`config.mk`:
```
export PLATFORM = sky130hd
export DESIGN_NAME = rw_fifo
export DESIGN_NICKNAME = d
export VERILOG_FILES = /design/src/verilog/swarm_pkg.sv /design/src/verilog/rw_fifo.sv
export SDC_FILE = /design/constraint.sdc
export NUM_CORES = 1
export LEC_CHECK = 0
export ABC_AREA = 1
export BUFFER_PORTS_ARGS = -buffer_cell sky130_fd_sc_hd__buf_2
export CAP_MARGIN = 15
export CORE_MARGIN = 2
export CORE_UTILIZATION = 40
export CTS_CLUSTER_SIZE = 28
export DETAILED_ROUTE_END_ITERATION = 6
export PLACE_DENSITY = 0.56
export SLEW_MARGIN = 20
export SYNTH_ARGS = -nofsm -noshare
export SYNTH_HDL_FRONTEND = slang
export SYNTH_SLANG_ARGS = --single-unit
```
`constraint.sdc`:
```
create_clock -name clk -period 2.1 [get_ports clk]
set_clock_uncertainty 0.1 [all_clocks]
set_input_delay 0.21 -clock clk [delete_from_list [all_inputs] [get_ports clk]]
set_output_delay 0.21 -clock clk [all_outputs]
set_load 0.005 [all_outputs]
```
`src/verilog/swarm_pkg.sv`:
```
package swarm_pkg;

   // --------------------
   // Sizes
   // --------------------
   localparam int N_THREADS         = 8;
   localparam int LOG_CQ_SLICE_SIZE = 4;
   localparam int RW_WIDTH          = 32;
   localparam int LOG_RW_WIDTH      = 5;
   localparam int LINE_WIDTH        = 512;
   localparam int MEM_LINES         = 64;
   localparam int OUT_FIFO_DEPTH    = 8;
   localparam int RD_QUEUE_DEPTH    = 4;   // Outstanding line reads
   localparam int LOG_LOG_DEPTH     = 4;

   // --------------------
   // Register map
   // --------------------
   localparam logic [15:0] RW_BASE_ADDR                        = 16'h0010;
   localparam logic [15:0] CORE_FIFO_OUT_ALMOST_FULL_THRESHOLD = 16'h0014;
   localparam logic [15:0] CORE_N_DEQUEUES                     = 16'h0018;
   localparam logic [15:0] DEBUG_CAPACITY                      = 16'h001c;
   localparam logic [15:0] LOG_DATA_BASE                       = 16'h0040;   // 16-aligned

   localparam logic [3:0] TASK_TYPE_NORMAL           = 4'd0;
   localparam logic [3:0] TASK_TYPE_UNDO_LOG_RESTORE = 4'd1;

   // --------------------
   // Types
   // --------------------
   typedef logic [2:0]                  thread_id_t;
   typedef logic [LOG_CQ_SLICE_SIZE-1:0] cq_slot_t;
   typedef logic [5:0]                  cache_addr_t;
   typedef logic [3:0]                  fifo_size_t;
   typedef logic [RW_WIDTH-1:0]         object_t;
   typedef logic [LINE_WIDTH-1:0]       line_t;

   typedef struct packed {
      logic [31:0] ts;
      logic [31:0] locale;
      logic [3:0]  ttype;
      logic        no_read;
   } task_t;

   typedef struct packed {
      task_t       task_desc;
      cq_slot_t    cq_slot;
      thread_id_t  thread;
      object_t     object;
      cache_addr_t cache_addr;
   } rw_write_t;

   typedef struct packed {
      cache_addr_t index;
      thread_id_t  id;
   } rd_req_t;

   typedef struct packed {
      logic        wvalid;
      logic [15:0] waddr;
      logic [31:0] wdata;
   } reg_wr_t;

   typedef struct packed {
      logic        arvalid;
      logic [15:0] araddr;
   } reg_rd_req_t;

   typedef struct packed {
      logic        rvalid;
      logic [31:0] rdata;
   } reg_rd_rsp_t;

   typedef struct packed {
      logic        is_emit;   // 0 accept, 1 emit
      thread_id_t  thread;
      cq_slot_t    cq_slot;
      logic [15:0] locale;
      logic [15:0] object;
   } log_entry_t;

   typedef struct packed {
      logic        valid;
      cache_addr_t index;
      line_t       data;
   } mem_load_t;

endpackage

```
`src/verilog/rw_fifo.sv`:
```
`timescale 1ns/100ps

module rw_fifo #(
   parameter type T     = logic,
   parameter int  DEPTH = 8
) (
   input  logic                  clk,
   input  logic                  rstn,
   input  logic                  wr_valid,
   input  T                      wr_data,
   output logic                  full,
   output logic                  rd_valid,
   input  logic                  rd_ready,
   output T                      rd_data,
   output swarm_pkg::fifo_size_t occ
);

   T mem [0:DEPTH-1];

   logic [$clog2(DEPTH)-1:0] wr_ptr;
   logic [$clog2(DEPTH)-1:0] rd_ptr;
   logic                     do_wr;
   logic                     do_rd;

   assign full     = (occ == swarm_pkg::fifo_size_t'(DEPTH));
   assign rd_valid = (occ != '0);
   assign do_wr    = wr_valid & ~full;   // Writes while full are dropped
   assign do_rd    = rd_valid & rd_ready;
   assign rd_data  = mem[rd_ptr];

   always_ff @(posedge clk) begin
      if (do_wr) begin
         mem[wr_ptr] <= wr_data;
      end
   end

   // Pointers wrap naturally, depth is a power of two
   always_ff @(posedge clk) begin
      if (!rstn) begin
         wr_ptr <= '0;
         rd_ptr <= '0;
         occ    <= '0;
      end else begin
         if (do_wr) begin
            wr_ptr <= wr_ptr + 1'b1;
         end
         if (do_rd) begin
            rd_ptr <= rd_ptr + 1'b1;
         end
         occ <= occ + swarm_pkg::fifo_size_t'(do_wr) - swarm_pkg::fifo_size_t'(do_rd);
      end
   end

endmodule

```
==> After elaboration in Yosys (flattened, before gate mapping) <==
Memory sizes are Yosys's and may differ from the RTL's. A register that Yosys moved wholly into a read port is not among the register bits.
Index checks and enable logic that the tools add are counted.
{ "classes": {"eq_ne": 1, "addsub": 4, "bitwise_logic": 3, "n_reduce_logical": 1, "muxes": 4} }
{ "op_table": {"columns": ["cell", "n"], "rows": [
  ["3-bit by 1-bit adder with 3-bit output, second input constant", 2],
  ["3-bit two-way mux", 2],
  ["4-bit by 1-bit adder with 4-bit output", 1],
  ["4-bit equality test, second input constant", 1],
  ["4-bit nonzero test", 1],
  ["4-bit by 1-bit subtractor with 4-bit output", 1],
  ["1-bit AND", 2],
  ["1-bit two-way mux", 2],
  ["1-bit NOT", 1]
]} }
{ "totals": {"ramBits": 8, "input_bits": 5, "n_memories": 1, "output_inout_bits": 7, "elab_cells": 17, "ff_bits": 10} }
{ "memory_table": {"columns": ["name", "depth", "word_bits", "read_ports", "rd_clocked_by_memory_dff", "write_ports", "line", "source"], "rows": [
  ["mem", 8, 1, 1, 1, 1, "rw_fifo.sv:18", "T mem [0:DEPTH-1];"]
]} }

==> Longest topological paths before layout <==
Gate-level depths: netlist (run 1).
{ "depth": {"ltp_word": 5, "ltp_mapped": 12} }

==> Least setup slack after synthesis (run 1) <==
No wires, ideal clock.
{ "synth_timing": {"kind": "register -> register", "from": "register occ[2]", "to": "register occ[2]", "path_buffers": 0, "t_required_ns": 1.886, "path_slack_ns": 0.124, "arrival_ns": 1.762, "path_stages_with_launch": 11, "cell_sequence": "dfxtp_1 > inv_1 > ha_1 > a21boi_4 > nand2_1 > nand2_2 > ha_1 > inv_1 > fa_1 > xor2_1 > nor2_1"} }
{ "synth_via": {"elab_chain_cells": 5, "elab_cells_between_ends": 7} }
{ "synth_lines": {"columns": ["item", "line", "source"], "rows": [
  ["from (decl)", "rw_fifo.sv:15", "output swarm_pkg::fifo_size_t occ"],
  ["from (signal assigned)", "rw_fifo.sv:50", "occ <= occ + swarm_pkg::fifo_size_t'(do_wr) - swarm_pkg::fifo_size_t'(do_rd);"],
  ["4-bit equality test", "rw_fifo.sv:25", "assign full = (occ == swarm_pkg::fifo_size_t'(DEPTH));"],
  ["1-bit NOT", "rw_fifo.sv:27", "assign do_wr = wr_valid & ~full;"],
  ["1-bit AND", "rw_fifo.sv:27", null],
  ["4-bit by 1-bit adder with 4-bit output", "rw_fifo.sv:50", null],
  ["4-bit by 1-bit subtractor with 4-bit output (*)", "rw_fifo.sv:50", null]
]} }
Every way passes the cells marked *; elsewhere a longest branch is shown, timed or not.
A chain may end at the register's enable or synchronous reset.

==> Final worst setup path (run 1) <==
Ends and elaborated chain as after synthesis.

==> results of run 1 <==
## final cells by class
| class | instances | area (sq um) | share of cell area [%] |
|---|---|---|---|
| Inverter | 26 | 97.6 | 7.73 |
| Clock inverter | 1 | 5.00 | 0.396 |
| Multi-Input combinational cell | 88 | 526 | 41.6 |
| Timing Repair Buffer | 13 | 70.1 | 5.55 |
| Clock buffer | 3 | 22.5 | 1.78 |
| Sequential cell | 21 | 503 | 39.8 |
| Tap cell | 31 | 38.8 | 3.07 |
## layer usage
metal | wire length (um) | GRT usage (%)
met1 | 808 | 14.8
met2 | 827 | 18.9
met3 | 45 | 2.04
met4 | 16 | 5.98
met5 | 0 | 0
## repair_timing
item,in CTS,in global routing
endpoints found under the hold margin,0,0
resized for setup,0,4
setup buffers,0,1
hold buffers,0,0
setup endpoints to repair,0,2
## per-stage QoR
step                setup TNS [ps]  setup slack [ps]  utilization [%]
floorplan                        0               124                -
global placement                 0               145             45.0
detailed placement               0              79.1             45.0
CTS                              0              50.5             46.0
global route                 -12.8             -12.8             46.6
finish                           0               147             46.6
## logic make-up (layout without fill, tap and decap cells)
logic type                 after synthesis  in the layout  share of synthesized area, %
buffers and inverters                   27             43                          9.33
DFF                                     21             21                          44.4
AOI/OAI and AO/OA                        5              5                          4.00
and+or+nand+nor                         74             74                          31.9
adders and majority gates                8              8                          9.56
xor gates and xnor gates                 1              1                         0.778
## report_power, final
group	switching [mW]	internal, mW
Clock	0.119	0.0709
Combinational	0.400	0.302
Sequential	0.0766	0.509
## worst max-delay path, delay by kind of cell, from the launching register on
kind / cells / cell delay, ps
compound gates: 1 / 180
xor+xnor: 1 / 150
buf+inv: 2 / 120
fa+ha+maj: 3 / 770
flops: 1 / 350
simple gates: 3 / 200
## worst min path at each step
stage / start / to / slack, ps / depth (start not counted)
after floorplan: wr_data / mem[0]$_DFFE_PP_ / 210 / 0
after global placement: rd_ptr[2]$_SDFFE_PN0P_ / rd_ptr[2]$_SDFFE_PN0P_ / 380 / 2
after detailed placement: wr_data / mem[0]$_DFFE_PP_ / 380 / 1
after CTS: wr_data / mem[0]$_DFFE_PP_ / 60 / 1
after global routing: wr_data / mem[0]$_DFFE_PP_ / 80 / 1
final: wr_data / mem[0]$_DFFE_PP_ / 70 / 1
## cell usage after synthesis
library cell	count
nand2_4	3
nand2_1	30
nor2_4	1
or2_1	1
edfxtp_1	8
nor2_2	4
ha_1	7
a21oi_1	3
nand3b_1	2
dfxtp_1	13
fa_1	1
nand3_4	1
inv_1	25
inv_2	1
nor2_1	21
a21boi_4	1
buf_4	1
xor2_1	1
a21boi_2	1
nand3_1	8
nand2_2	3
==> run_results.csv, run 1 <==
group,metric,value,unit
detailed_routing,routedWlPerCell,9.27,um
run_status,status,"complete, no violations",
detailed_routing,drtPass1Iterations,3,
synth,synth_top_area_cell,"dfxtp_1",
global_route,grt_pass1_vias,780,
synth,syn_inst,136,
setup_path,worst-endpoint-required,2200,ps
timing,holdWs,73.0,ps
detailed_routing,wirelength,1700,um
final_layout,final_cell_mix,"30 x nand2_1, 25 x inv_1, 21 x nor2_1",
die,coreArea,2710,sq um
setup_path,crit_start,"occ[2]$_SDFF_PN0_",
global_route,antenna_found_initial,0,
placement,dpl.cell_count,178,
timing,slew-limit-headroom,84.0,%
final_layout,layout-drive-gt1-share,23.7,%
setup_path,path_class,"reg2reg",
power,ir_drop,861,uV
setup_path,crit_top_cell,"inv_1",
synth,synth_area_leaders,"dfxtp_1 23%, edfxtp_1 21%, nand2_1 10%, inv_1 8.3%, ha_1 7.8%",
die,die_w,57.1,um
die,die_y,57.1,um
clock_tree,cts_buffer_depth,2,
final_layout,instances_no_fill,183,
synth,synth_warnings,0,
synth,avgSynthCellArea,8.28,sq um
clock_tree,cts-root-buf,"clkbuf_4",
die,initial_utilization,41.6,%
synth,synth_top_cell_area_share,23.1,%
placement,io_buffers,11,
synth,ys_seq_area_share,44.4,%
global_route,grt_pass1_wl,3010,um
setup_path,r2r_cells,10,
global_route,grt_usage,11.6,%
global_route,grt_max_degree,13,
placement,gp_congestion,0.791,
synth,ys_types,21,
power,p_per_area,1170,nW/um^2
clock_tree,clock_latency,300,ps
detailed_routing,via_per_inst,4.51,
synth,syn_nets,149,
clock_tree,htreeDepth,1,
setup_path,critical-path-slowest-cell,"fa_1",
final_layout,antenna_cells,0,
detailed_routing,vias,825,
power,p_leak,0.627,nW
final_layout,final_common_cell,"nand2_1",
placement,post_dp_cell_area,1220,sq um
clock_tree,clkTransAtPathRegs,120,ps
timing,max_freq,512,MHz
setup_path,crit_end,"occ[2]$_SDFF_PN0_",
clock_tree,cts.sinks,21,
timing,period_needed,1950,ps
final_layout,stdcell_area,1260,sq um
setup_path,path_cells,"inv_1 > ha_2 > a21boi_4 > nand2_1 > nand2_2 > ha_1 > inv_1 > fa_1 > xor2_1 > nor2_1",
setup_path,worst_setup_path_start_kind,"register",
timing,finalCritPeriodShare,93.0,%
clock_tree,numCtsBuffers,3,
power,p_total,1.48,mW
final_layout,n_fill_cell,270,
synth,synth_area,1130,sq um
final_layout,nets,166,
worst_hold_path,hold_path_class,"in2reg",
setup_path,reg2reg_from,"occ[2]$_SDFF_PN0_",
setup_path,critPathMaxFanout,3,
final_layout,area_growth,12.1,%
setup_path,cp-end-kind,"register",
synth,synth_seq_cells,21,
placement,dp_hpwl,1340,um
die,dieArea,3260,sq um
timing,drv_slew,0,
timing,setup_viol,0,
setup_path,cpPeakStageDelay,380,ps
setup_path,arrival,2060,ps
clock_tree,cts_tree,"yes",
setup_path,reg2reg_to,"occ[2]$_SDFF_PN0_",
setup_path,r2r_setup_slack,150,ps
die,ios,12,
detailed_routing,ant_nets,0,
timing,worstMarginPinSlew,240,ps
timing,hold_viol_final,0,
detailed_routing,drt_first_iter_violations,19,
die,rows,19,
detailed_routing,drcViolationCount,0,
flow_run,cap_violations,0,
global_route,grt_overflow_total,0,
(Power assumes the default switching activity.)
==> run 2, diff against run 1 <==
--- a/config.mk
+++ b/config.mk
@@ -5,7 +5,6 @@
 export SDC_FILE = /design/constraint.sdc
 export NUM_CORES = 1
 export LEC_CHECK = 0
-export ABC_AREA = 1
 export BUFFER_PORTS_ARGS = -buffer_cell sky130_fd_sc_hd__buf_2
 export CAP_MARGIN = 15
 export CORE_MARGIN = 2
@@ -13,6 +12,7 @@
 export CTS_CLUSTER_SIZE = 28
 export DETAILED_ROUTE_END_ITERATION = 6
 export PLACE_DENSITY = 0.56
+export SKIP_LAST_GASP = 1
 export SLEW_MARGIN = 20
 export SYNTH_ARGS = -nofsm -noshare
 export SYNTH_HDL_FRONTEND = slang
==> run 2 against run 1 <==
The run now ends with setup timing left. Largest power group unchanged. First-iteration DRC count is 42% lower. Highest routed layer unchanged. Sequential share of layout area is 1.5 points higher. Critical path depth stayed put. Flip-flop and latch count stayed put. Register-to-register slack worse by 270 ps. Via count is 17% lower. Sequential power is 4.9% lower. Largest cell class unchanged. Count of clock-buffer cells in the layout is 1 higher. Design area is 3.8% lower. Clock power hardly changed. Cell count is 23% lower.
==> run_results.csv, run 2 <==
group,metric,value,unit
setup_path,critPathMaxFanout,3,
timing,drv_slew,0,
run_status,status,"finished with violations",
power,p_sw,0.417,mW
setup_path,reg2reg_to,"occ[2]$_SDFF_PN0_",
global_route,grt_max_degree,17,
die,die_w,54.6,um
final_layout,area_growth,18.4,%
final_layout,nets,125,
detailed_routing,routedWlPerCell,11.8,um
worst_hold_path,min_path_cells,1,
synth,synth_area,1030,sq um
worst_hold_path,hp-start,"wr_data",
placement,dp_slack,-157,ps
power,internal-power,0.912,mW
synth,synthMuxAreaShare,14.3,%
synth,synth_area_leaders,"dfxtp_1 25%, edfxtp_1 23%, mux2i_1 8.8%, ha_1 8.5%, mux4_2 4.4%",
timing,hold_viol_final,0,
synth,synth_top_area_cell,"dfxtp_1",
final_layout,antenna_cells,0,
worst_hold_path,holdPathEnd,"mem[3]$_DFFE_PP_",
power,comb_power_share,43.7,%
synth,synth-simple-area-share,19.0,%
die,die_y,54.6,um
detailed_routing,drtPass1Iterations,3,
setup_path,path_cells,"inv_2 > ha_1 > or3b_4 > and2_4 > xnor2_2 > ha_2 > inv_2 > fa_2 > xnor2_1 > and2_1",
synth,yosysMostFrequentCell,"dfxtp_1",
timing,holdWs,82.5,ps
clock_tree,clock_latency,300,ps
synth,synth_xor_area_share,1.71,%
clock_tree,cts-root-buf,"clkbuf_4",
power,ir_drop,676,uV
synth,synth_top_cell_area_share,25.4,%
placement,dpl.cell_count,136,
clock_tree,cts.hold.buffers_added,0,
detailed_routing,drcViolationCount,0,
synth,synth-compound-area-share,2.44,%
global_route,antenna_found_initial,0,
clock_tree,htreeDepth,1,
synth,synthFlopType,"dfxtp_1",
detailed_routing,via_per_inst,4.84,
placement,post_dp_cell_area,1170,sq um
power,p_total,1.33,mW
placement,io_buffers,11,
setup_path,cpPeakStageDelay,380,ps
setup_path,reg2reg_from,"occ[2]$_SDFF_PN0_",
final_layout,ff_latch_area,502,sq um
placement,dp_hpwl,1310,um
final_layout,final_cell_mix,"12 x dfxtp_1, 11 x nand2_1, 11 x buf_2",
die,initial_utilization,41.8,%
setup_path,cp-end-kind,"register",
run_status,violations,"setup timing",
synth,async_reset_ff_share,0,%
timing,fin_ws,-125,ps
setup_path,crit_top_cell,"inv_2",
setup_path,r2r_cells,10,
timing,slew-limit-headroom,75.5,%
synth,synthAdderAreaFrac,10.5,%
synth,syn_inst,90,
synth,synth_edf_count,8,
final_layout,multi_input_area,515,sq um
clock_tree,cts.sinks,21,
global_route,grt_usage,14.5,%
synth,syn_nets,103,
clock_tree,clkTransAtPathRegs,110,ps
final_layout,final_core_util,49.5,%
global_route,grt_pass1_vias,668,
setup_path,arrival,2330,ps
power,p_per_area,1090,nW/um^2
timing,rsz0062_at_grt,"true",
detailed_routing,ant_nets,0,
placement,gp_congestion,0.706,
global_route,grt_overflow_total,0,
clock_tree,cts_tree,"yes",
synth,ys_seq_area_share,48.8,%
power,p_leak,0.506,nW
setup_path,r2r_setup_slack,-130,ps
detailed_routing,drt_first_iter_violations,11,
setup_path,worst_setup_path_start_kind,"register",
synth,synth_warnings,0,
timing,worstMarginPinSlew,364,ps
setup_path,worst-endpoint-required,2200,ps
power,power_frac_seq,41.9,%
die,dieArea,2990,sq um
final_layout,stdcell_area,1210,sq um
power,switching_share,31.4,%
timing,finalCritPeriodShare,106,%
final_layout,instances_no_fill,141,
die,rows,18,
setup_path,critical-path-slowest-cell,"or3b_4",
synth,ys_types,29,
die,ios,12,
timing,period_needed,2230,ps
final_layout,final_common_cell,"dfxtp_1",
final_layout,layout-drive-gt1-share,33.3,%
flow_run,cap_violations,0,
die,coreArea,2450,sq um
clock_tree,numCtsBuffers,3,
power,p_clk_share,14.3,%
final_layout,n_fill_cell,223,
timing,tns,-198,ps
synth,synth_top_family_by_area,"simple AND/OR/NAND/NOR gates",
synth,synth_seq_cells,21,
timing,max_freq,449,MHz
timing,setup_viol,3,
global_route,grt_pass1_wl,3010,um
detailed_routing,vias,683,
worst_hold_path,hold_path_class,"in2reg",
synth,yosys-top-cells-count,"13 x dfxtp_1, 11 x nand2_1, 9 x mux2i_1, 8 x edfxtp_1, 7 x ha_1",
detailed_routing,wirelength,1660,um
synth,avgSynthCellArea,11.4,sq um
clock_tree,cts_buffer_depth,2,
setup_path,path_class,"reg2reg",
run 2: worst max path at each step:
stage / endpoint / from / depth (start not counted) / slack, ps
after global placement: occ[2]$_SDFF_PN0_ / occ[2]$_SDFF_PN0_ / 10 / -120
final: occ[2]$_SDFF_PN0_ / occ[2]$_SDFF_PN0_ / 10 / -130
after CTS: occ[2]$_SDFF_PN0_ / occ[2]$_SDFF_PN0_ / 10 / -150
after floorplan: occ[2]$_SDFF_PN0_ / occ[2]$_SDFF_PN0_ / 11 / -170
after global routing: occ[2]$_SDFF_PN0_ / occ[2]$_SDFF_PN0_ / 10 / -240
after detailed placement: occ[2]$_SDFF_PN0_ / occ[2]$_SDFF_PN0_ / 10 / -160
run 2: final cells by class:
cell class	instances	share of cell area, %
clock buffers	4	2.16
repair buffers	19	9.47
multi-input cells	62	42.4
inverters	5	1.54
well taps	30	3.09
flip-flops and latches	21	41.3
run 2: routing by layer:
layer | share of wire [%] | global-route usage (%) | vias to the layer above
met5 | 0 | 0 | -
met1 | 47 | 18.3 | 316
met3 | 3.1 | 4.10 | 2
li1 | - | - | 355
met2 | 49 | 23.6 | 10
met4 | 0.90 | 5.00 | 0
run 2: worst max-delay path, delay by kind of cell, from the launching register on:
family | cells | cell delay (ps)
DFF | 1 | 340
buffers and inverters | 2 | 100
and+or+nand+nor | 3 | 690
xor gates and xnor gates | 2 | 240
adders and majority gates | 3 | 660
run 2: cells by family after synthesis:
family | after synthesis
AO/OA/AOI/OAI | 4
XOR/XNOR | 2
adder cells (fa/ha/maj) | 8
buffers and inverters | 7
flip-flops | 21
multiplexers | 12
AND/OR/NAND/NOR | 36
run 2: power by group through the flow:
stage / clock network, mW / logic [mW] / registers [mW]
global placement: 0 / 0.553 / 0.565
finish: 0.191 / 0.581 / 0.557
floorplan: 0 / 0.380 / 0.562
CTS: 0.202 / 0.593 / 0.558
global route: 0.221 / 0.662 / 0.569
detailed placement: 0 / 0.564 / 0.567
run 2: what timing repair did:
item                       in CTS  in global routing
buffers inserted                1                  0
setup endpoints to repair       3                  3
pin swaps                       0                  2
resized for setup               2                  0
==> run 3, diff against run 2 <==
==> constraint.sdc (replaced) <==
create_clock -name clk -period 2.1 [get_ports clk]
set_clock_uncertainty 0.1 [all_clocks]
set_input_delay 0.21 -clock clk [delete_from_list [all_inputs] [get_ports clk]]
set_output_delay 0.21 -clock clk [all_outputs]
set_load 0.02 [all_outputs]
==> run 3 against run 2 <==
The run still ends with setup timing left. Sequential power up 1%. Non-clock buffer count up 1. First-iteration DRC count down 64%. Flip-flop and latch count unchanged. Global-route usage down 1.3 points. Critical path type unchanged. Die area unchanged. Critical endpoint unchanged. Design area up 4.6%. Fmax up 0.60%. Setup slack better by 13 ps. Largest power group unchanged. Sequential share of layout area down 1.5 points.
==> run_results.csv, run 3 (same netlist as run 2, synthesis figures left out) <==
group,metric,value,unit
setup_path,arrival,2320,ps
run_status,status,"finished with violations",
timing,worstMarginPinSlew,326,ps
timing,max_freq,452,MHz
final_layout,stdcell_area,1270,sq um
power,p_clk_share,12.8,%
run_status,violations,"setup timing",
setup_path,worst_setup_path_start_kind,"register",
final_layout,antenna_cells,0,
timing,rsz0062_at_grt,"true",
final_layout,n_fill_cell,232,
final_layout,final_core_util,51.8,%
placement,dp_slack,-204,ps
timing,fin_ws,-112,ps
setup_path,worst-endpoint-required,2210,ps
die,initial_utilization,41.8,%
clock_tree,clkTransAtPathRegs,110,ps
die,dieArea,2990,sq um
detailed_routing,ant_nets,0,
placement,dpl.cell_count,134,
die,ios,12,
power,p_sw,0.518,mW
final_layout,area_growth,23.9,%
detailed_routing,drcViolationCount,0,
global_route,antenna_found_initial,0,
detailed_routing,wirelength,1670,um
power,switching_share,34.8,%
global_route,grt_overflow_total,0,
power,p_per_area,1170,nW/um^2
power,comb_power_share,49.2,%
placement,dp_hpwl,1290,um
global_route,grt_max_degree,17,
power,power_frac_seq,38.0,%
setup_path,cp-end-kind,"register",
detailed_routing,drt_first_iter_violations,4,
global_route,grt_pass1_vias,639,
final_layout,nets,126,
placement,gp_congestion,0.716,
detailed_routing,drtPass1Iterations,4,
setup_path,path_class,"reg2reg",
timing,setup_viol,2,
power,internal-power,0.970,mW
clock_tree,cts_tree,"yes",
detailed_routing,via_per_inst,4.93,
die,rows,18,
detailed_routing,vias,700,
final_layout,final_cell_mix,"11 x dfxtp_1, 11 x buf_2, 10 x nand2_1",
placement,io_buffers,11,
timing,period_needed,2210,ps
clock_tree,cts.sinks,21,
die,coreArea,2450,sq um
power,ir_drop,654,uV
power,p_leak,0.524,nW
worst_hold_path,hold_path_class,"in2reg",
timing,slew-limit-headroom,78.1,%
final_layout,instances_no_fill,142,
clock_tree,numCtsBuffers,3,
die,die_w,54.6,um
detailed_routing,routedWlPerCell,11.8,um
placement,post_dp_cell_area,1170,sq um
timing,hold_viol_final,0,
timing,holdWs,76.8,ps
clock_tree,cts-root-buf,"clkbuf_4",
global_route,grt_pass1_wl,2680,um
timing,finalCritPeriodShare,105,%
clock_tree,clock_latency,300,ps
die,die_y,54.6,um
clock_tree,cts_buffer_depth,2,
setup_path,critPathMaxFanout,3,
global_route,grt_usage,13.2,%
final_layout,layout-drive-gt1-share,39.3,%
timing,drv_slew,0,
clock_tree,htreeDepth,1,
flow_run,cap_violations,0,
## run 3: cell types whose count changed in the layout (fill, tap and decap cells not counted), sizes merged
cell	change
buf	+1
## run 3: cell type report
type	instances	area, sq um	area share [%]
Timing Repair Buffer	20	130	10.2
Sequential cell	21	505	39.8
Inverter	5	21.3	1.67
Multi-Input combinational cell	62	551	43.3
Clock buffer	4	26.3	2.07
Tap cell	30	37.5	2.95
## run 3: timing repair
item | 4_1_cts | 5_1_grt
cloned | 0 | 0
pin swaps | 7 | 4
setup endpoints to repair | 3 | 3
hold buffers | 0 | 0
gates resized for setup | 9 | 2
setup buffers | 1 | 3
## run 3: critical path: stages, from the launching register on
cell	delay, ps
dfxtp_4	370
inv_4	60
ha_4	120
or3b_4	370
and2_4	160
xnor2_2	120
ha_2	200
inv_2	40
fa_2	330
xnor2_1	120
and2_1	140
## run 3: final timing paths
kind | startpoint | end | slack (ps) | cells after the start
worst min-delay path | wr_data | mem[1]$_DFFE_PP_ | 80 | 1
worst max register to register | occ[2]$_SDFF_PN0_ | occ[2]$_SDFF_PN0_ | -110 | 10
worst max-delay path | occ[2]$_SDFF_PN0_ | occ[2]$_SDFF_PN0_ | -110 | 10
worst min register to register | rd_ptr[2]$_SDFFE_PN0P_ | rd_ptr[2]$_SDFFE_PN0P_ | 390 | 2
## run 3: power groups by stage
stage	combinational (mW)	sequential (mW)	clock [mW]
2_1_floorplan	0.427	0.597	0
3_3_place_gp	0.616	0.569	0
3_5_place_dp	0.629	0.571	0
4_1_cts	0.678	0.567	0.199
5_1_grt	0.809	0.579	0.214
6_report	0.732	0.565	0.190
## run 3: through the flow
stage               setup TNS (ps)  total power [mW]
global placement              -408              1.18
CTS                           -386              1.44
finish                        -191              1.49
global route                  -386              1.60
floorplan                     -592              1.02
detailed placement            -509              1.20
## run 3: metal layers
metal | vias to the layer above | GRT usage (%) | share of wire [%]
li1 | 354 | - | -
met1 | 331 | 14.5 | 43
met2 | 11 | 22.4 | 51
met3 | 4 | 4.92 | 4.0
met4 | 0 | 6.25 | 1.7
met5 | - | 0 | 0
