===== config.mk =====
export PLATFORM = sky130hd
export DESIGN_NAME = rw_event_log
export DESIGN_NICKNAME = d
export VERILOG_FILES = /design/src/verilog/swarm_pkg.sv /design/src/verilog/rw_event_log.sv
export SDC_FILE = /design/constraint.sdc
export NUM_CORES = 1
export LEC_CHECK = 0
export BUFFER_PORTS_ARGS = -buffer_cell sky130_fd_sc_hd__buf_2
export CAP_MARGIN = 5
export CORE_MARGIN = 2
export CORE_UTILIZATION = 50
export DETAILED_ROUTE_END_ITERATION = 8
export GPL_TIMING_DRIVEN = 0
export HOLD_SLACK_MARGIN = 0.1
export PLACE_DENSITY = 0.77
export SLEW_MARGIN = 10
export SYNTH_ARGS = -nofsm -noshare
export SYNTH_HDL_FRONTEND = slang
export SYNTH_SLANG_ARGS = --single-unit
export TNS_END_PERCENT = 10

===== constraint.sdc =====
create_clock -name clk -period 3.4 [get_ports clk]
set_clock_uncertainty 0.05 [all_clocks]
set_input_delay 0.68 -clock clk [delete_from_list [all_inputs] [get_ports clk]]
set_output_delay 0.68 -clock clk [all_outputs]
set_load 0.02 [all_outputs]

===== src/verilog/swarm_pkg.sv =====
package swarm_pkg;

   // --------------------
   // Sizes
   // --------------------
   localparam int N_THREADS         = 8;
   localparam int LOG_CQ_SLICE_SIZE = 4;
   localparam int RW_WIDTH          = 32;
   localparam int LOG_RW_WIDTH      = 5;
   localparam int LINE_WIDTH        = 512;
   localparam int MEM_LINES         = 64;
   localparam int OUT_FIFO_DEPTH    = 8;
   localparam int RD_QUEUE_DEPTH    = 4;   // Outstanding line reads
   localparam int LOG_LOG_DEPTH     = 4;

   // --------------------
   // Register map
   // --------------------
   localparam logic [15:0] RW_BASE_ADDR                        = 16'h0010;
   localparam logic [15:0] CORE_FIFO_OUT_ALMOST_FULL_THRESHOLD = 16'h0014;
   localparam logic [15:0] CORE_N_DEQUEUES                     = 16'h0018;
   localparam logic [15:0] DEBUG_CAPACITY                      = 16'h001c;
   localparam logic [15:0] LOG_DATA_BASE                       = 16'h0040;   // 16-aligned

   localparam logic [3:0] TASK_TYPE_NORMAL           = 4'd0;
   localparam logic [3:0] TASK_TYPE_UNDO_LOG_RESTORE = 4'd1;

   // --------------------
   // Types
   // --------------------
   typedef logic [2:0]                  thread_id_t;
   typedef logic [LOG_CQ_SLICE_SIZE-1:0] cq_slot_t;
   typedef logic [5:0]                  cache_addr_t;
   typedef logic [3:0]                  fifo_size_t;
   typedef logic [RW_WIDTH-1:0]         object_t;
   typedef logic [LINE_WIDTH-1:0]       line_t;

   typedef struct packed {
      logic [31:0] ts;
      logic [31:0] locale;
      logic [3:0]  ttype;
      logic        no_read;
   } task_t;

   typedef struct packed {
      task_t       task_desc;
      cq_slot_t    cq_slot;
      thread_id_t  thread;
      object_t     object;
      cache_addr_t cache_addr;
   } rw_write_t;

   typedef struct packed {
      cache_addr_t index;
      thread_id_t  id;
   } rd_req_t;

   typedef struct packed {
      logic        wvalid;
      logic [15:0] waddr;
      logic [31:0] wdata;
   } reg_wr_t;

   typedef struct packed {
      logic        arvalid;
      logic [15:0] araddr;
   } reg_rd_req_t;

   typedef struct packed {
      logic        rvalid;
      logic [31:0] rdata;
   } reg_rd_rsp_t;

   typedef struct packed {
      logic        is_emit;   // 0 accept, 1 emit
      thread_id_t  thread;
      cq_slot_t    cq_slot;
      logic [15:0] locale;
      logic [15:0] object;
   } log_entry_t;

   typedef struct packed {
      logic        valid;
      cache_addr_t index;
      line_t       data;
   } mem_load_t;

endpackage


===== src/verilog/rw_event_log.sv =====
`timescale 1ns/100ps

module rw_event_log (
   input  logic                                clk,
   input  logic                                rstn,
   input  logic                                log_valid,
   input  swarm_pkg::log_entry_t               log_entry,
   input  logic [swarm_pkg::LOG_LOG_DEPTH-1:0] log_raddr,
   output swarm_pkg::log_entry_t               log_rdata,
   output logic [swarm_pkg::LOG_LOG_DEPTH:0]   log_size
);

   swarm_pkg::log_entry_t ring [0:2**swarm_pkg::LOG_LOG_DEPTH-1];

   logic [swarm_pkg::LOG_LOG_DEPTH-1:0] wr_ptr;

   always_ff @(posedge clk) begin
      if (log_valid) begin
         ring[wr_ptr] <= log_entry;   // Oldest entry overwritten
      end
   end

   always_ff @(posedge clk) begin
      if (!rstn) begin
         wr_ptr   <= '0;
         log_size <= '0;
      end else if (log_valid) begin
         wr_ptr <= wr_ptr + 1'b1;
         if (!log_size[swarm_pkg::LOG_LOG_DEPTH]) begin
            log_size <= log_size + 1'b1;   // Saturates at full depth
         end
      end
   end

   assign log_rdata = ring[log_raddr];

endmodule


# After elaboration in Yosys (flattened, before gate mapping)
# Memories as Yosys holds them, arrays and structs flattened.
# Index checks and enable logic that the tools add are counted.
[op_classes]
addsub = 2
n_mul = 0
div_mod_pow = 0
order_cmp = 0
eq_ne = 0
shift = 0
n_mux = 3
n_bitwise = 1
n_reduce_logical = 1
[op_table]
columns = ["operator", "n"]
rows = [
  ["adder 5 x 1 -> 5 bit, second input constant", 1],
  ["2-to-1 mux 5 bit", 1],
  ["adder 4 x 1 -> 4 bit, second input constant", 1],
  ["2-to-1 mux 1 bit", 2],
  ["AND reduction 2 bit", 1],
  ["inverter 1 bit", 1],
]
[word_totals]
register_bits = 9
latchBits = 0
ramBits = 640
rom_bits = 0
output_inout_bits = 45
word_cells = 11
n_memories = 1
[memory_table]
columns = ["memory", "depth", "word_bits", "rd", "rd_ports_with_merged_regs", "write_ports", "line_no", "text"]
rows = [
  ["ring", 16, 40, 1, 0, 1, "rw_event_log.sv:13", "swarm_pkg::log_entry_t ring [0:2**swarm_pkg::LOG_LOG_DEPTH-1];"],
]

# Logic depth before layout (Yosys ltp)
# Gate-level depths: netlist (run 1).
[logic_depth]
ltp_word = 2
ltp_mapped = 6
mapped_depth_nobuf = 4

# Worst setup path after synthesis (run 1)
# No wires, ideal clock.
[synth_timing]
path_type = "input to register"
start = "input log_valid"
end = "memory ring[0][0] in the netlist's numbering, enable pin"
setup_ns = 0.401
arrival_ns = 2.277
t_required_ns = 2.949
path_slack_ns = 0.672
path_stages = 3
path_cell_list = "clkbuf_1 -> nor3b_1 -> and2_1"
[synth_via]
elab_chain_cells = 2
[synth_rtl]
columns = ["element", "line_no", "text"]
rows = [
  ["start, declared", "rw_event_log.sv:6", "input logic log_valid,"],
  ["2-to-1 mux 1 bit", "rw_event_log.sv:18", "if (log_valid) begin"],
  ["2-to-1 mux 1 bit (not written as such)", "rw_event_log.sv:19", "ring[wr_ptr] <= log_entry;"],
  ["end, declared", "rw_event_log.sv:13", ""],
]
# No other way between the ends.

==> tab_implementation.tex, run 1 <==
\begin{tabular}{lr}
\hline
Metric & Value \\
\hline
\multicolumn{2}{l}{\textbf{Run status}} \\
\quad Status & complete, no violations \\
\multicolumn{2}{l}{\textbf{Pwr}} \\
\quad Power Density & 578 nW/um\^{}2 \\
\quad Max rail drop VDD & 520 uV \\
\quad Leakage dissipation & 9.13 nW \\
\multicolumn{2}{l}{\textbf{Synth}} \\
\quad Net count after synthesis & 1,093 \\
\quad Post-synthesis instance area & 24,800 um\^{}2 \\
\quad Seq cells post-synth & 649 \\
\quad Synth unique cells & 30 \\
\quad Commonest register cell after synthesis & sky130\_fd\_sc\_hd\_\_edfxtp\_1 \\
\quad Proportion of netlist area held by the largest area contributor & 77.6\% \\
\quad Cell type with the highest aggregate area in the netlist & sky130\_fd\_sc\_hd\_\_edfxtp\_1 \\
\quad Mean instance size in the synthesized netlist & 23.8 um\^{}2 \\
\quad EDFF count, synth & 640 \\
\quad Synth Instances & 1,041 \\
\quad Post-synthesis sequential area ratio & 78.4\% \\
\quad Proportion of register bits with asynchronous set or reset after synthesis & 0\% \\
\quad Count of synthesis-stage warnings from yosys & 0 \\
\quad Most area-consuming cells after synthesis & sky130\_fd\_sc\_hd\_\_edfxtp\_1, sky130\_fd\_sc\_hd\_\_mux4\_2, sky130\_fd\_sc\_hd\_\_mux4\_1 \\
\quad Top cells by instance count after synthesis & sky130\_fd\_sc\_hd\_\_edfxtp\_1, sky130\_fd\_sc\_hd\_\_mux4\_2, sky130\_fd\_sc\_hd\_\_a22oi\_1, sky130\_fd\_sc\_hd\_\_mux4\_1, sky130\_fd\_sc\_hd\_\_nand2\_1 \\
\quad Most common cell in the netlist & sky130\_fd\_sc\_hd\_\_edfxtp\_1 \\
\multicolumn{2}{l}{\textbf{Route}} \\
\quad Number of design-rule violations left by the first detailed-router iteration & 1,468 \\
\quad Average via count per standard cell & 6.06 \\
\quad Detail Route Antenna Nets & 0 \\
\quad Routed via count & 11,562 \\
\quad DRC & 0 \\
\quad Drt pass-1 iters & 5 \\
\quad Final wirelength & 52,900 um \\
\quad DR WL/cell & 27.7 um \\
\multicolumn{2}{l}{\textbf{Floorplan}} \\
\quad Initial standard-cell utilization of the core & 50.6\% \\
\quad Placement Rows & 81 \\
\quad Floorplan die height & 227 um \\
\quad Full die area & 51,300 um\^{}2 \\
\quad Ports & 92 \\
\quad Area of the core region & 49,000 um\^{}2 \\
\quad Die X-Extent & 227 um \\
\multicolumn{2}{l}{\textbf{Clocking}} \\
\quad Maximum level of the CTS H-tree & 2 \\
\quad Post-CTS Hold Buffers & 0 \\
\quad Clock Tree Buf Depth & 3 \\
\quad Number of clock sinks & 649 \\
\quad Later-pin clock latency in the skew report & 0.61 ns \\
\quad CTS tree & built \\
\quad CTS clk-pin slew, worst paths & 0.06 ns \\
\quad Number of buffers inserted by post-CTS setup repair & 0 \\
\quad Number of buffers created by CTS & 61 \\
\quad Root buffer selected by CTS & sky130\_fd\_sc\_hd\_\_clkbuf\_16 \\
\multicolumn{2}{l}{\textbf{GRT}} \\
\quad Largest net degree at the start of global routing & 41 \\
\quad Residual overflow from global routing & 0 \\
\quad Total global routing track utilization & 21.2\% \\
\quad Number of antenna violations at the first check in global routing & 3 \\
\quad Number of global-route vias before repair & 12,192 \\
\quad First-pass GRT wire length & 77,700 um \\
\multicolumn{2}{l}{\textbf{Setup path}} \\
\quad Peak fanout along the critical path & 10 \\
\quad Critical Path RT & 2.67 ns \\
\quad Worst EP arrival & 2.62 ns \\
\quad Setup crit end kind & primary output \\
\quad Element type at the critical path start & primary input \\
\quad Critical setup path kind & in2out \\
\multicolumn{2}{l}{\textbf{Timing}} \\
\quad Setup TNS & 0 ns \\
\quad Maximum clock frequency & 299 MHz \\
\quad Share of the cycle needed by the critical path after routing & 98.5\% \\
\quad RSZ-0062 raised after global routing & no \\
\quad Time the final worst path needs with I/O delays and setup & 3.35 ns \\
\quad Final hold violations & 0 \\
\quad Number of pins exceeding their max-slew limit in the final report & 0 \\
\quad Worst-Margin Slew & 0.926 ns \\
\quad Setup violators final & 0 \\
\quad Slew Limit Headroom & 38.2\% \\
\multicolumn{2}{l}{\textbf{Hold path}} \\
\quad Worst min path class & in2reg \\
\multicolumn{2}{l}{\textbf{Cells and area}} \\
\quad Fraction of the core area covered by cells at the end of the flow & 57.2\% \\
\quad Synthesis-to-finish area growth & 13.1\% \\
\quad Layout cell share with drive strength beyond 1 & 25.5\% \\
\quad Net count of the finished layout & 1,249 \\
\multicolumn{2}{l}{\textbf{Job}} \\
\quad Max-cap viol count & 0 \\
\multicolumn{2}{l}{\textbf{Place}} \\
\quad Final RePlAce weighted congestion & 0.697 \\
\quad IO Port Bufs & 89 \\
\quad Half-perimeter wire length after detailed placement & 27,900 um \\
\hline
\end{tabular}
## report_power, final
group          internal (W)  switching, W  leakage, nW
Sequential          0.00889     0.0000271         5.85
Combinational      0.000330      0.000551         2.39
Clock               0.00358       0.00279        0.890
## metrics by stage
| step | hold slack, ns | power (W) | worst slack, ns | instances | area (um^2) |
|---|---|---|---|---|---|
| after floorplan | 0.483 | 0.00961 | 0.672 | 1041 | 24800 |
| after global placement | 0.437 | 0.00994 | -0.543 | 1794 | 26000 |
| after detailed placement | 0.445 | 0.00997 | -0.0182 | 1798 | 26100 |
| after CTS | 0.335 | 0.0163 | 0.0145 | 1907 | 28000 |
| after global routing | 0.371 | 0.0166 | 0.000960 | 1907 | 28000 |
| final | 0.358 | 0.0162 | 0.0501 | 1909 | 28000 |
## final cells by class
| cell class | instances | area (um^2) |
|---|---|---|
| multi-input combinational | 335 | 4980 |
| buffer | 54 | 412 |
| timing repair buffer | 93 | 526 |
| clock inverter | 32 | 249 |
| inverter | 3 | 11.3 |
| sequential | 649 | 19400 |
| antenna | 2 | 5.00 |
| clock buffer | 77 | 1590 |
| tap | 664 | 831 |
| fill | 3420 | 21000 |
## kinds of logic (layout without fill, tap and decap cells)
group           after synthesis  count (layout)  synth area share, %
xor+xnor                      5               5                0.177
flops                       649             649                 78.4
other cells                   0               2                    0
fa+ha+maj                     5               5                0.253
simple gates                 80              80                 1.48
compound gates               83              83                 2.50
mux                         162             162                 15.5
buf+inv                      57             259                 1.68
## final timing paths
| check | cells after the start | end | slack [ns] | from |
|---|---|---|---|---|
| min reg2reg | 2 | log_size[3] | 0.46 | log_size[3] |
| max reg2reg | 2 | ring[3][23] | 1.34 | wr_ptr[2] |
| max | 6 | log_rdata[39] | 0.05 | log_raddr[1] |
| min | 3 | log_size[3] | 0.36 | rstn |
## cells in the final DEF (no fill, tap or decap), drive strengths merged, types with 5 or more instances in the layout
cell	n
edfxtp	640
nand2	43
nor2	11
and2	17
dfxtp	9
ha	5
buf	118
clkbuf	106
mux4	160
clkinv	26
a22oi	80
## registers in the layout, indices dropped and copies added, names as in the netlist
register / cells
wr_ptr: 4
log_size: 5
ring: 640
## worst max-delay path, cell delays in order
cell	delay (ns)
sky130_fd_sc_hd__buf_2	0.19
sky130_fd_sc_hd__clkbuf_1	0.69
sky130_fd_sc_hd__mux4_2	0.43
sky130_fd_sc_hd__a22oi_1	0.26
sky130_fd_sc_hd__nand2_1	0.16
sky130_fd_sc_hd__buf_2	0.20
## repair_timing
item | CTS | global route
resized for setup | 3 | 6
endpoints found under the setup margin | 4 | 15
pin swaps | 0 | 0
## routing by layer
| layer | wire [um] | track usage [%] |
|---|---|---|
| met2 | 26400 | 34.9 |
| met1 | 21100 | 29.0 |
| met4 | 961 | 5.20 |
| met3 | 4490 | 5.07 |
| met5 | 33 | 0 |
No activity file was read; power rests on OpenSTA's default activity.
==> run 2: changes to the inputs <==
--- a/config.mk
+++ b/config.mk
@@ -10,7 +10,6 @@
 export CORE_MARGIN = 2
 export CORE_UTILIZATION = 50
 export DETAILED_ROUTE_END_ITERATION = 8
-export GPL_TIMING_DRIVEN = 0
 export HOLD_SLACK_MARGIN = 0.1
 export PLACE_DENSITY = 0.77
 export SLEW_MARGIN = 10
==> constraint.sdc (replaced) <==
create_clock -name clk -period 4.3 [get_ports clk]
set_clock_uncertainty 0.05 [all_clocks]
set_input_delay 0.86 -clock clk [delete_from_list [all_inputs] [get_ports clk]]
set_output_delay 0.86 -clock clk [all_outputs]
set_load 0.02 [all_outputs]
==> run 2 against run 1 <==
Effect of this change:
- via count decreased by 0.61%
- sequential power decreased by 21%
- hold slack improved by 0.11 ns
- core utilization increased by 0.20 points
- sequential cell count unchanged
- critical path type unchanged
- largest cell class unchanged
- largest power group unchanged
==> tab_implementation.tex, run 2 (synthesis gave the netlist of run 1 again) <==
\begin{tabular}{lr}
\hline
Metric & Value \\
\hline
\multicolumn{2}{l}{\textbf{Floorplan}} \\
\quad Die X-Extent & 227 um (unchanged) \\
\quad Area of the core region & 49,000 um\^{}2 (unchanged) \\
\quad Full die area & 51,300 um\^{}2 (unchanged) \\
\quad Initial standard-cell utilization of the core & 50.6\% (unchanged) \\
\quad Placement Rows & 81 (unchanged) \\
\quad Floorplan die height & 227 um (unchanged) \\
\quad Ports & 92 (unchanged) \\
\multicolumn{2}{l}{\textbf{Clocking}} \\
\quad Number of clock sinks & 649 (unchanged) \\
\quad Post-CTS Hold Buffers & 0 (unchanged) \\
\quad Number of buffers created by CTS & 59 (-3.3\%) \\
\quad Post-CTS Resized & 0 (-3) \\
\quad CTS clk-pin slew, worst paths & 0.06 ns (about the same) \\
\quad Root buffer selected by CTS & sky130\_fd\_sc\_hd\_\_clkbuf\_16 \\
\quad Clock Tree Buf Depth & 3 (unchanged) \\
\quad CTS tree & built \\
\quad Number of buffers inserted by post-CTS setup repair & 0 (unchanged) \\
\quad Maximum level of the CTS H-tree & 2 (unchanged) \\
\quad Later-pin clock latency in the skew report & 0.59 ns (-0.02 ns) \\
\multicolumn{2}{l}{\textbf{GRT}} \\
\quad Residual overflow from global routing & 0 (unchanged) \\
\quad Total global routing track utilization & 20.8\% (-0.44 points) \\
\quad Number of antenna violations at the first check in global routing & 5 (+2) \\
\quad Number of global-route vias before repair & 11,743 (-3.7\%) \\
\quad Largest net degree at the start of global routing & 47 (+15\%) \\
\quad First-pass GRT wire length & 76,300 um (-1.8\%) \\
\multicolumn{2}{l}{\textbf{Setup path}} \\
\quad Critical-path top delay cell & sky130\_fd\_sc\_hd\_\_mux4\_2 \\
\quad Critical path buffers and inverters & 3 (unchanged) \\
\quad Critical Path RT & 3.39 ns (+0.72 ns) \\
\quad Setup crit end kind & primary output \\
\quad Peak fanout along the critical path & 35 (+25) \\
\quad Element type at the critical path start & primary input \\
\quad Largest stage delay on the critical path & 0.54 ns (-0.15 ns) \\
\quad Critical setup path kind & in2out \\
\quad Crit-path leading delay family & buffers and inverters \\
\quad CP Cell Sequence & buf\_8 > buf\_4 > mux4\_2 > a22oi\_1 > nand2\_1 > buf\_2 \\
\quad Setup slack of the worst register-to-register path & 2.09 ns (+0.75 ns) \\
\quad Worst EP arrival & 2.70 ns (+0.08 ns) \\
\multicolumn{2}{l}{\textbf{Cells and area}} \\
\quad Diodes inserted & 0 (-2) \\
\quad Layout cell share with drive strength beyond 1 & 27.6\% (+2.1 points) \\
\quad Most common cell after layout, fill and taps aside & sky130\_fd\_sc\_hd\_\_edfxtp\_1 \\
\quad Commonest non-fill, non-tap cells in the layout & sky130\_fd\_sc\_hd\_\_edfxtp\_1, sky130\_fd\_sc\_hd\_\_mux4\_2, sky130\_fd\_sc\_hd\_\_buf\_2 \\
\quad Register with the most flip-flops & ring \\
\quad Net count of the finished layout & 1,235 (-1.1\%) \\
\quad Largest registers & ring x640, log\_size x5, wr\_ptr x4 \\
\quad Fraction of the core area covered by cells at the end of the flow & 57.4\% (+0.20 points) \\
\quad Max FFs per register & 640 (unchanged) \\
\quad Total non-filler cell area in the finished layout & 28,100 um\^{}2 (+0.35\%) \\
\quad Synthesis-to-finish area growth & 13.5\% \\
\quad Number of filler instances in the final layout & 3,378 (-1.2\%) \\
\multicolumn{2}{l}{\textbf{Route}} \\
\quad DR WL/cell & 27.6 um (-0.60\%) \\
\quad Detail Route Antenna Nets & 0 (unchanged) \\
\quad Number of design-rule violations left by the first detailed-router iteration & 1,265 (-14\%) \\
\quad Final wirelength & 52,200 um (-1.4\%) \\
\quad Drt pass-1 iters & 5 (unchanged) \\
\quad Average via count per standard cell & 6.07 (+0.18\%) \\
\quad Routed via count & 11,492 (-0.61\%) \\
\quad DRC & 0 (unchanged) \\
\multicolumn{2}{l}{\textbf{Timing}} \\
\quad Maximum clock frequency & 277 MHz \\
\quad Worst Setup Slack, final & 0.694 ns (+0.644 ns) \\
\quad Setup TNS & 0 ns (unchanged) \\
\quad Share of the cycle needed by the critical path after routing & 83.9\% \\
\quad Number of pins exceeding their max-slew limit in the final report & 0 (unchanged) \\
\quad Final hold violations & 0 (unchanged) \\
\quad Setup violators final & 0 (unchanged) \\
\quad Worst-Margin Slew & 0.958 ns (+0.0313 ns) \\
\quad Time the final worst path needs with I/O delays and setup & 3.61 ns \\
\quad Slew Limit Headroom & 36.2\% (-2.1 points) \\
\quad RSZ-0062 raised after global routing & no \\
\multicolumn{2}{l}{\textbf{Pwr}} \\
\quad Leakage dissipation & 9.23 nW (+1.0\%) \\
\quad Max rail drop VDD & 302 uV (-42\%) \\
\quad Power Density & 456 nW/um\^{}2 (-21\%) \\
\multicolumn{2}{l}{\textbf{Place}} \\
\quad IO Port Bufs & 91 (+2.2\%) \\
\quad Final RePlAce weighted congestion & 0.720 (+3.2\%) \\
\quad Post-placement cell area & 26,200 um\^{}2 (+0.26\%) \\
\quad Half-perimeter wire length after detailed placement & 27,500 um (-1.4\%) \\
\quad Post-placement worst setup slack & 0.708 ns (+0.726 ns) \\
\multicolumn{2}{l}{\textbf{Hold path}} \\
\quad Worst min path class & reg2reg \\
\multicolumn{2}{l}{\textbf{Job}} \\
\quad Max-cap viol count & 0 (unchanged) \\
\multicolumn{2}{l}{\textbf{Run status}} \\
\quad Status & complete, no violations \\
\hline
\end{tabular}
## run 2: report_power, final
group	switching, W	internal, W	leakage (nW)
sequential	0.0000212	0.00703	5.85
clock	0.00219	0.00288	0.920
combinational	0.000421	0.000266	2.45
total	0.00263	0.0102	9.23
## run 2: layout make-up
| class | instances | area [um^2] | share of cell area [%] |
|---|---|---|---|
| sequential | 649 | 19400 | 69.1 |
| multi-input combinational | 335 | 4980 | 17.7 |
| inverter | 3 | 11.3 | 0.0401 |
| tap | 664 | 831 | 2.96 |
| timing repair buffer | 135 | 990 | 3.52 |
| clock buffer | 71 | 1520 | 5.42 |
| clock inverter | 37 | 357 | 1.27 |
## run 2: worst min-delay path, stage by stage, from the launching register on
cell	delay, ns
sky130_fd_sc_hd__dfxtp_1	0.33
sky130_fd_sc_hd__o21ai_0	0.07
sky130_fd_sc_hd__a21oi_1	0.07
## run 2: metrics by stage
| stage | cells | hold slack, ns | total power [W] |
|---|---|---|---|
| after floorplan | 1041 | 0.483 | 0.00760 |
| after global routing | 1894 | 0.511 | 0.0132 |
| after detailed placement | 1786 | 0.464 | 0.00788 |
| after CTS | 1894 | 0.474 | 0.0129 |
| after global placement | 1786 | 0.434 | 0.00786 |
| final | 1894 | 0.471 | 0.0128 |
## run 2: layer usage
metal / part of all wire, % / up-vias / global-route usage [%]
li1: - / 4790 / -
met1: 40 / 6002 / 29.9
met2: 49 / 617 / 33.2
met3: 8.9 / 77 / 4.12
met4: 2.1 / 6 / 5.31
met5: 0.075 / - / 0
## run 2: final timing paths
check	start	to	depth (start not counted)
worst max register to register	wr_ptr[2]	ring[4][10]	4
worst max-delay path	log_raddr[0]	log_rdata[18]	6
worst min register to register	log_size[3]	log_size[3]	2
worst min-delay path	log_size[3]	log_size[3]	2
==> run 3: changes to the inputs <==
--- a/config.mk
+++ b/config.mk
@@ -11,7 +11,7 @@
 export CORE_UTILIZATION = 50
 export DETAILED_ROUTE_END_ITERATION = 8
 export HOLD_SLACK_MARGIN = 0.1
-export PLACE_DENSITY = 0.77
+export PLACE_DENSITY = 0.79
 export SLEW_MARGIN = 10
 export SYNTH_ARGS = -nofsm -noshare
 export SYNTH_HDL_FRONTEND = slang
==> constraint.sdc (replaced) <==
create_clock -name clk -period 3.2 [get_ports clk]
set_clock_uncertainty 0.05 [all_clocks]
set_input_delay 0.64 -clock clk [delete_from_list [all_inputs] [get_ports clk]]
set_output_delay 0.64 -clock clk [all_outputs]
set_load 0.02 [all_outputs]
==> run 3 against run 2 <==
Effect of this change:
- sequential cell count stayed put
- wire length is 3.0% higher
- register-to-register slack worse by 0.89 ns
- clock power is 35% higher
- power is 34% higher
- cell area is 0.46% higher
- core utilization is 0.27 points higher
- first-iteration DRC count is 8.5% higher
- critical path type unchanged
- die area stayed put
==> tab_implementation.tex, run 3 (synthesis gave the netlist of run 1 again) <==
\begin{tabular}{lr}
\hline
Metric & Value \\
\hline
\multicolumn{2}{l}{\textbf{Place}} \\
\quad Number of cells after detailed placement & 1,781 (-0.28\%) \\
\quad Post-placement cell area & 26,300 um\^{}2 (+0.48\%) \\
\quad Final RePlAce weighted congestion & 0.705 (-2.0\%) \\
\quad Post-placement worst setup slack & 0.229 ns (-0.479 ns) \\
\quad IO Port Bufs & 91 (unchanged) \\
\quad Half-perimeter wire length after detailed placement & 26,800 um (-2.5\%) \\
\multicolumn{2}{l}{\textbf{GRT}} \\
\quad Total global routing track utilization & 21.3\% (+0.55 points) \\
\quad Residual overflow from global routing & 0 (unchanged) \\
\quad First-pass GRT wire length & 78,100 um (+2.5\%) \\
\quad Largest net degree at the start of global routing & 57 (+21\%) \\
\quad Number of global-route vias before repair & 12,060 (+2.7\%) \\
\quad Number of antenna violations at the first check in global routing & 5 (unchanged) \\
\multicolumn{2}{l}{\textbf{Clocking}} \\
\quad Clock Tree Buf Depth & 3 (unchanged) \\
\quad CTS tree & built \\
\quad Number of clock sinks & 649 (unchanged) \\
\quad CTS clk-pin slew, worst paths & 0.06 ns (about the same) \\
\quad Post-CTS Hold Buffers & 0 (unchanged) \\
\quad Root buffer selected by CTS & sky130\_fd\_sc\_hd\_\_clkbuf\_16 \\
\quad Number of buffers inserted by post-CTS setup repair & 0 (unchanged) \\
\quad Post-CTS Resized & 0 (unchanged) \\
\quad Number of buffers created by CTS & 60 (+1.7\%) \\
\quad Later-pin clock latency in the skew report & 0.60 ns (about the same) \\
\quad Maximum level of the CTS H-tree & 2 (unchanged) \\
\multicolumn{2}{l}{\textbf{Setup path}} \\
\quad Setup crit end kind & primary output \\
\quad Critical Path RT & 2.51 ns (-0.88 ns) \\
\quad Critical setup path kind & in2out \\
\quad Peak fanout along the critical path & 31 (-11\%) \\
\quad Worst EP arrival & 2.32 ns (-0.38 ns) \\
\quad Element type at the critical path start & primary input \\
\multicolumn{2}{l}{\textbf{Route}} \\
\quad Drt pass-1 iters & 6 (+1) \\
\quad Number of design-rule violations left by the first detailed-router iteration & 1,372 (+8.5\%) \\
\quad Average via count per standard cell & 6.22 (+2.6\%) \\
\quad Detail Route Antenna Nets & 0 (unchanged) \\
\quad DR WL/cell & 28.4 um (+3.0\%) \\
\quad Final wirelength & 53,800 um (+3.0\%) \\
\quad DRC & 0 (unchanged) \\
\quad Routed via count & 11,792 (+2.6\%) \\
\multicolumn{2}{l}{\textbf{Cells and area}} \\
\quad Net count of the finished layout & 1,231 (-0.32\%) \\
\quad Register with the most flip-flops & ring \\
\quad Layout cell share with drive strength beyond 1 & 27.7\% (+0.045 points) \\
\quad Final cell count without fillers & 1,895 (+0.053\%) \\
\quad Largest registers & ring x640, log\_size x5, wr\_ptr x4 \\
\quad Most common cell after layout, fill and taps aside & sky130\_fd\_sc\_hd\_\_edfxtp\_1 \\
\quad Synthesis-to-finish area growth & 14.0\% \\
\quad Total non-filler cell area in the finished layout & 28,200 um\^{}2 (+0.46\%) \\
\quad Commonest non-fill, non-tap cells in the layout & sky130\_fd\_sc\_hd\_\_edfxtp\_1, sky130\_fd\_sc\_hd\_\_mux4\_2, sky130\_fd\_sc\_hd\_\_buf\_2 \\
\quad Max FFs per register & 640 (unchanged) \\
\multicolumn{2}{l}{\textbf{Timing}} \\
\quad Time the final worst path needs with I/O delays and setup & 3.01 ns \\
\quad Setup TNS & 0 ns (unchanged) \\
\quad Share of the cycle needed by the critical path after routing & 94.1\% \\
\quad Slew Limit Headroom & 62.2\% (+26 points) \\
\quad Setup violators final & 0 (unchanged) \\
\quad RSZ-0062 raised after global routing & no \\
\quad Worst-Margin Slew & 0.567 ns (-0.391 ns) \\
\quad Worst hold margin & 0.340 ns (-0.131 ns) \\
\quad Final hold violations & 0 (unchanged) \\
\quad Maximum clock frequency & 332 MHz \\
\quad Number of pins exceeding their max-slew limit in the final report & 0 (unchanged) \\
\quad Worst Setup Slack, final & 0.189 ns (-0.505 ns) \\
\multicolumn{2}{l}{\textbf{Pwr}} \\
\quad Relative contribution of combinational cells to total power & 5.4\% (about the same) \\
\quad Sw Ratio & 21.0\% (+0.41 points) \\
\quad Power Density & 610 nW/um\^{}2 (+34\%) \\
\quad P\_sw & 0.00361 W (+37\%) \\
\quad Leakage dissipation & 9.24 nW (+0.19\%) \\
\quad Max rail drop VDD & 411 uV (+36\%) \\
\quad Internal cell power & 0.0136 W (+34\%) \\
\quad Portion of total power attributed to sequential cells & 55.0\% (about the same) \\
\quad Clk pwr share & 39.6\% (about the same) \\
\multicolumn{2}{l}{\textbf{Hold path}} \\
\quad Worst min path class & in2reg \\
\multicolumn{2}{l}{\textbf{Floorplan}} \\
\quad Floorplan die height & 227 um (unchanged) \\
\quad Placement Rows & 81 (unchanged) \\
\quad Area of the core region & 49,000 um\^{}2 (unchanged) \\
\quad Ports & 92 (unchanged) \\
\quad Full die area & 51,300 um\^{}2 (unchanged) \\
\quad Die X-Extent & 227 um (unchanged) \\
\quad Initial standard-cell utilization of the core & 50.6\% (unchanged) \\
\multicolumn{2}{l}{\textbf{Run status}} \\
\quad Status & complete, no violations \\
\multicolumn{2}{l}{\textbf{Job}} \\
\quad Max-cap viol count & 0 (unchanged) \\
\hline
\end{tabular}
==> run 3: changes by cell type in the layout (fill, tap and decap cells not counted), sizes merged <==
cell and delta:
buf -5, inv +3, clkbuf -2, bufinv -2
clkinv +3, clkinvlp +1, diode +3
==> run 3: path summary, 6_finish.rpt <==
path	from	endpoint	slack, ns	cells past startpoint
max	log_raddr[0]	log_rdata[7]	0.19	6
min	rstn	wr_ptr[0]	0.34	3
max reg2reg	wr_ptr[2]	ring[3][5]	1.20	3
min reg2reg	log_size[3]	log_size[3]	0.47	2
==> run 3: area by class of cell <==
type                       instances  area [um^2]
inverter                           3         11.3
fill                            3321        20700
clock buffer                      69         1560
antenna                            3         7.51
sequential                       649        19400
clock inverter                    42          319
tap                              664          831
timing repair buffer             130         1110
multi-input combinational        335         4980
==> run 3: metrics by stage <==
stage | util [%] | total power [W]
floorplan | - | 0.0102
global placement | 53.8 | 0.0105
detailed placement | 53.8 | 0.0106
CTS | 57.6 | 0.0173
global route | 57.6 | 0.0177
finish | 57.7 | 0.0172
==> run 3: critical path, stage by stage <==
cell and delay [ns]:
sky130_fd_sc_hd__buf_8 0.22, sky130_fd_sc_hd__buf_12 0.28, sky130_fd_sc_hd__mux4_2 0.55, sky130_fd_sc_hd__a22oi_1 0.25, sky130_fd_sc_hd__nand2_1 0.15, sky130_fd_sc_hd__buf_2 0.19
==> run 3: power groups by stage <==
| stage | clock (W) | sequential, W | combinational, W |
|---|---|---|---|
| final | 0.00682 | 0.00948 | 0.000926 |
| after global routing | 0.00723 | 0.00948 | 0.000991 |
| after CTS | 0.00693 | 0.00948 | 0.000935 |
| after detailed placement | 0 | 0.00966 | 0.000924 |
| after global placement | 0 | 0.00965 | 0.000900 |
| after floorplan | 0 | 0.00966 | 0.000550 |
==> run 3: metal layers <==
layer	track usage, %	wire, um	vias up
met1	28.8	20400	6229
li1	-	-	4781
met3	4.50	5020	118
met5	0	36	-
met2	35.1	26900	658
met4	7.11	1440	6
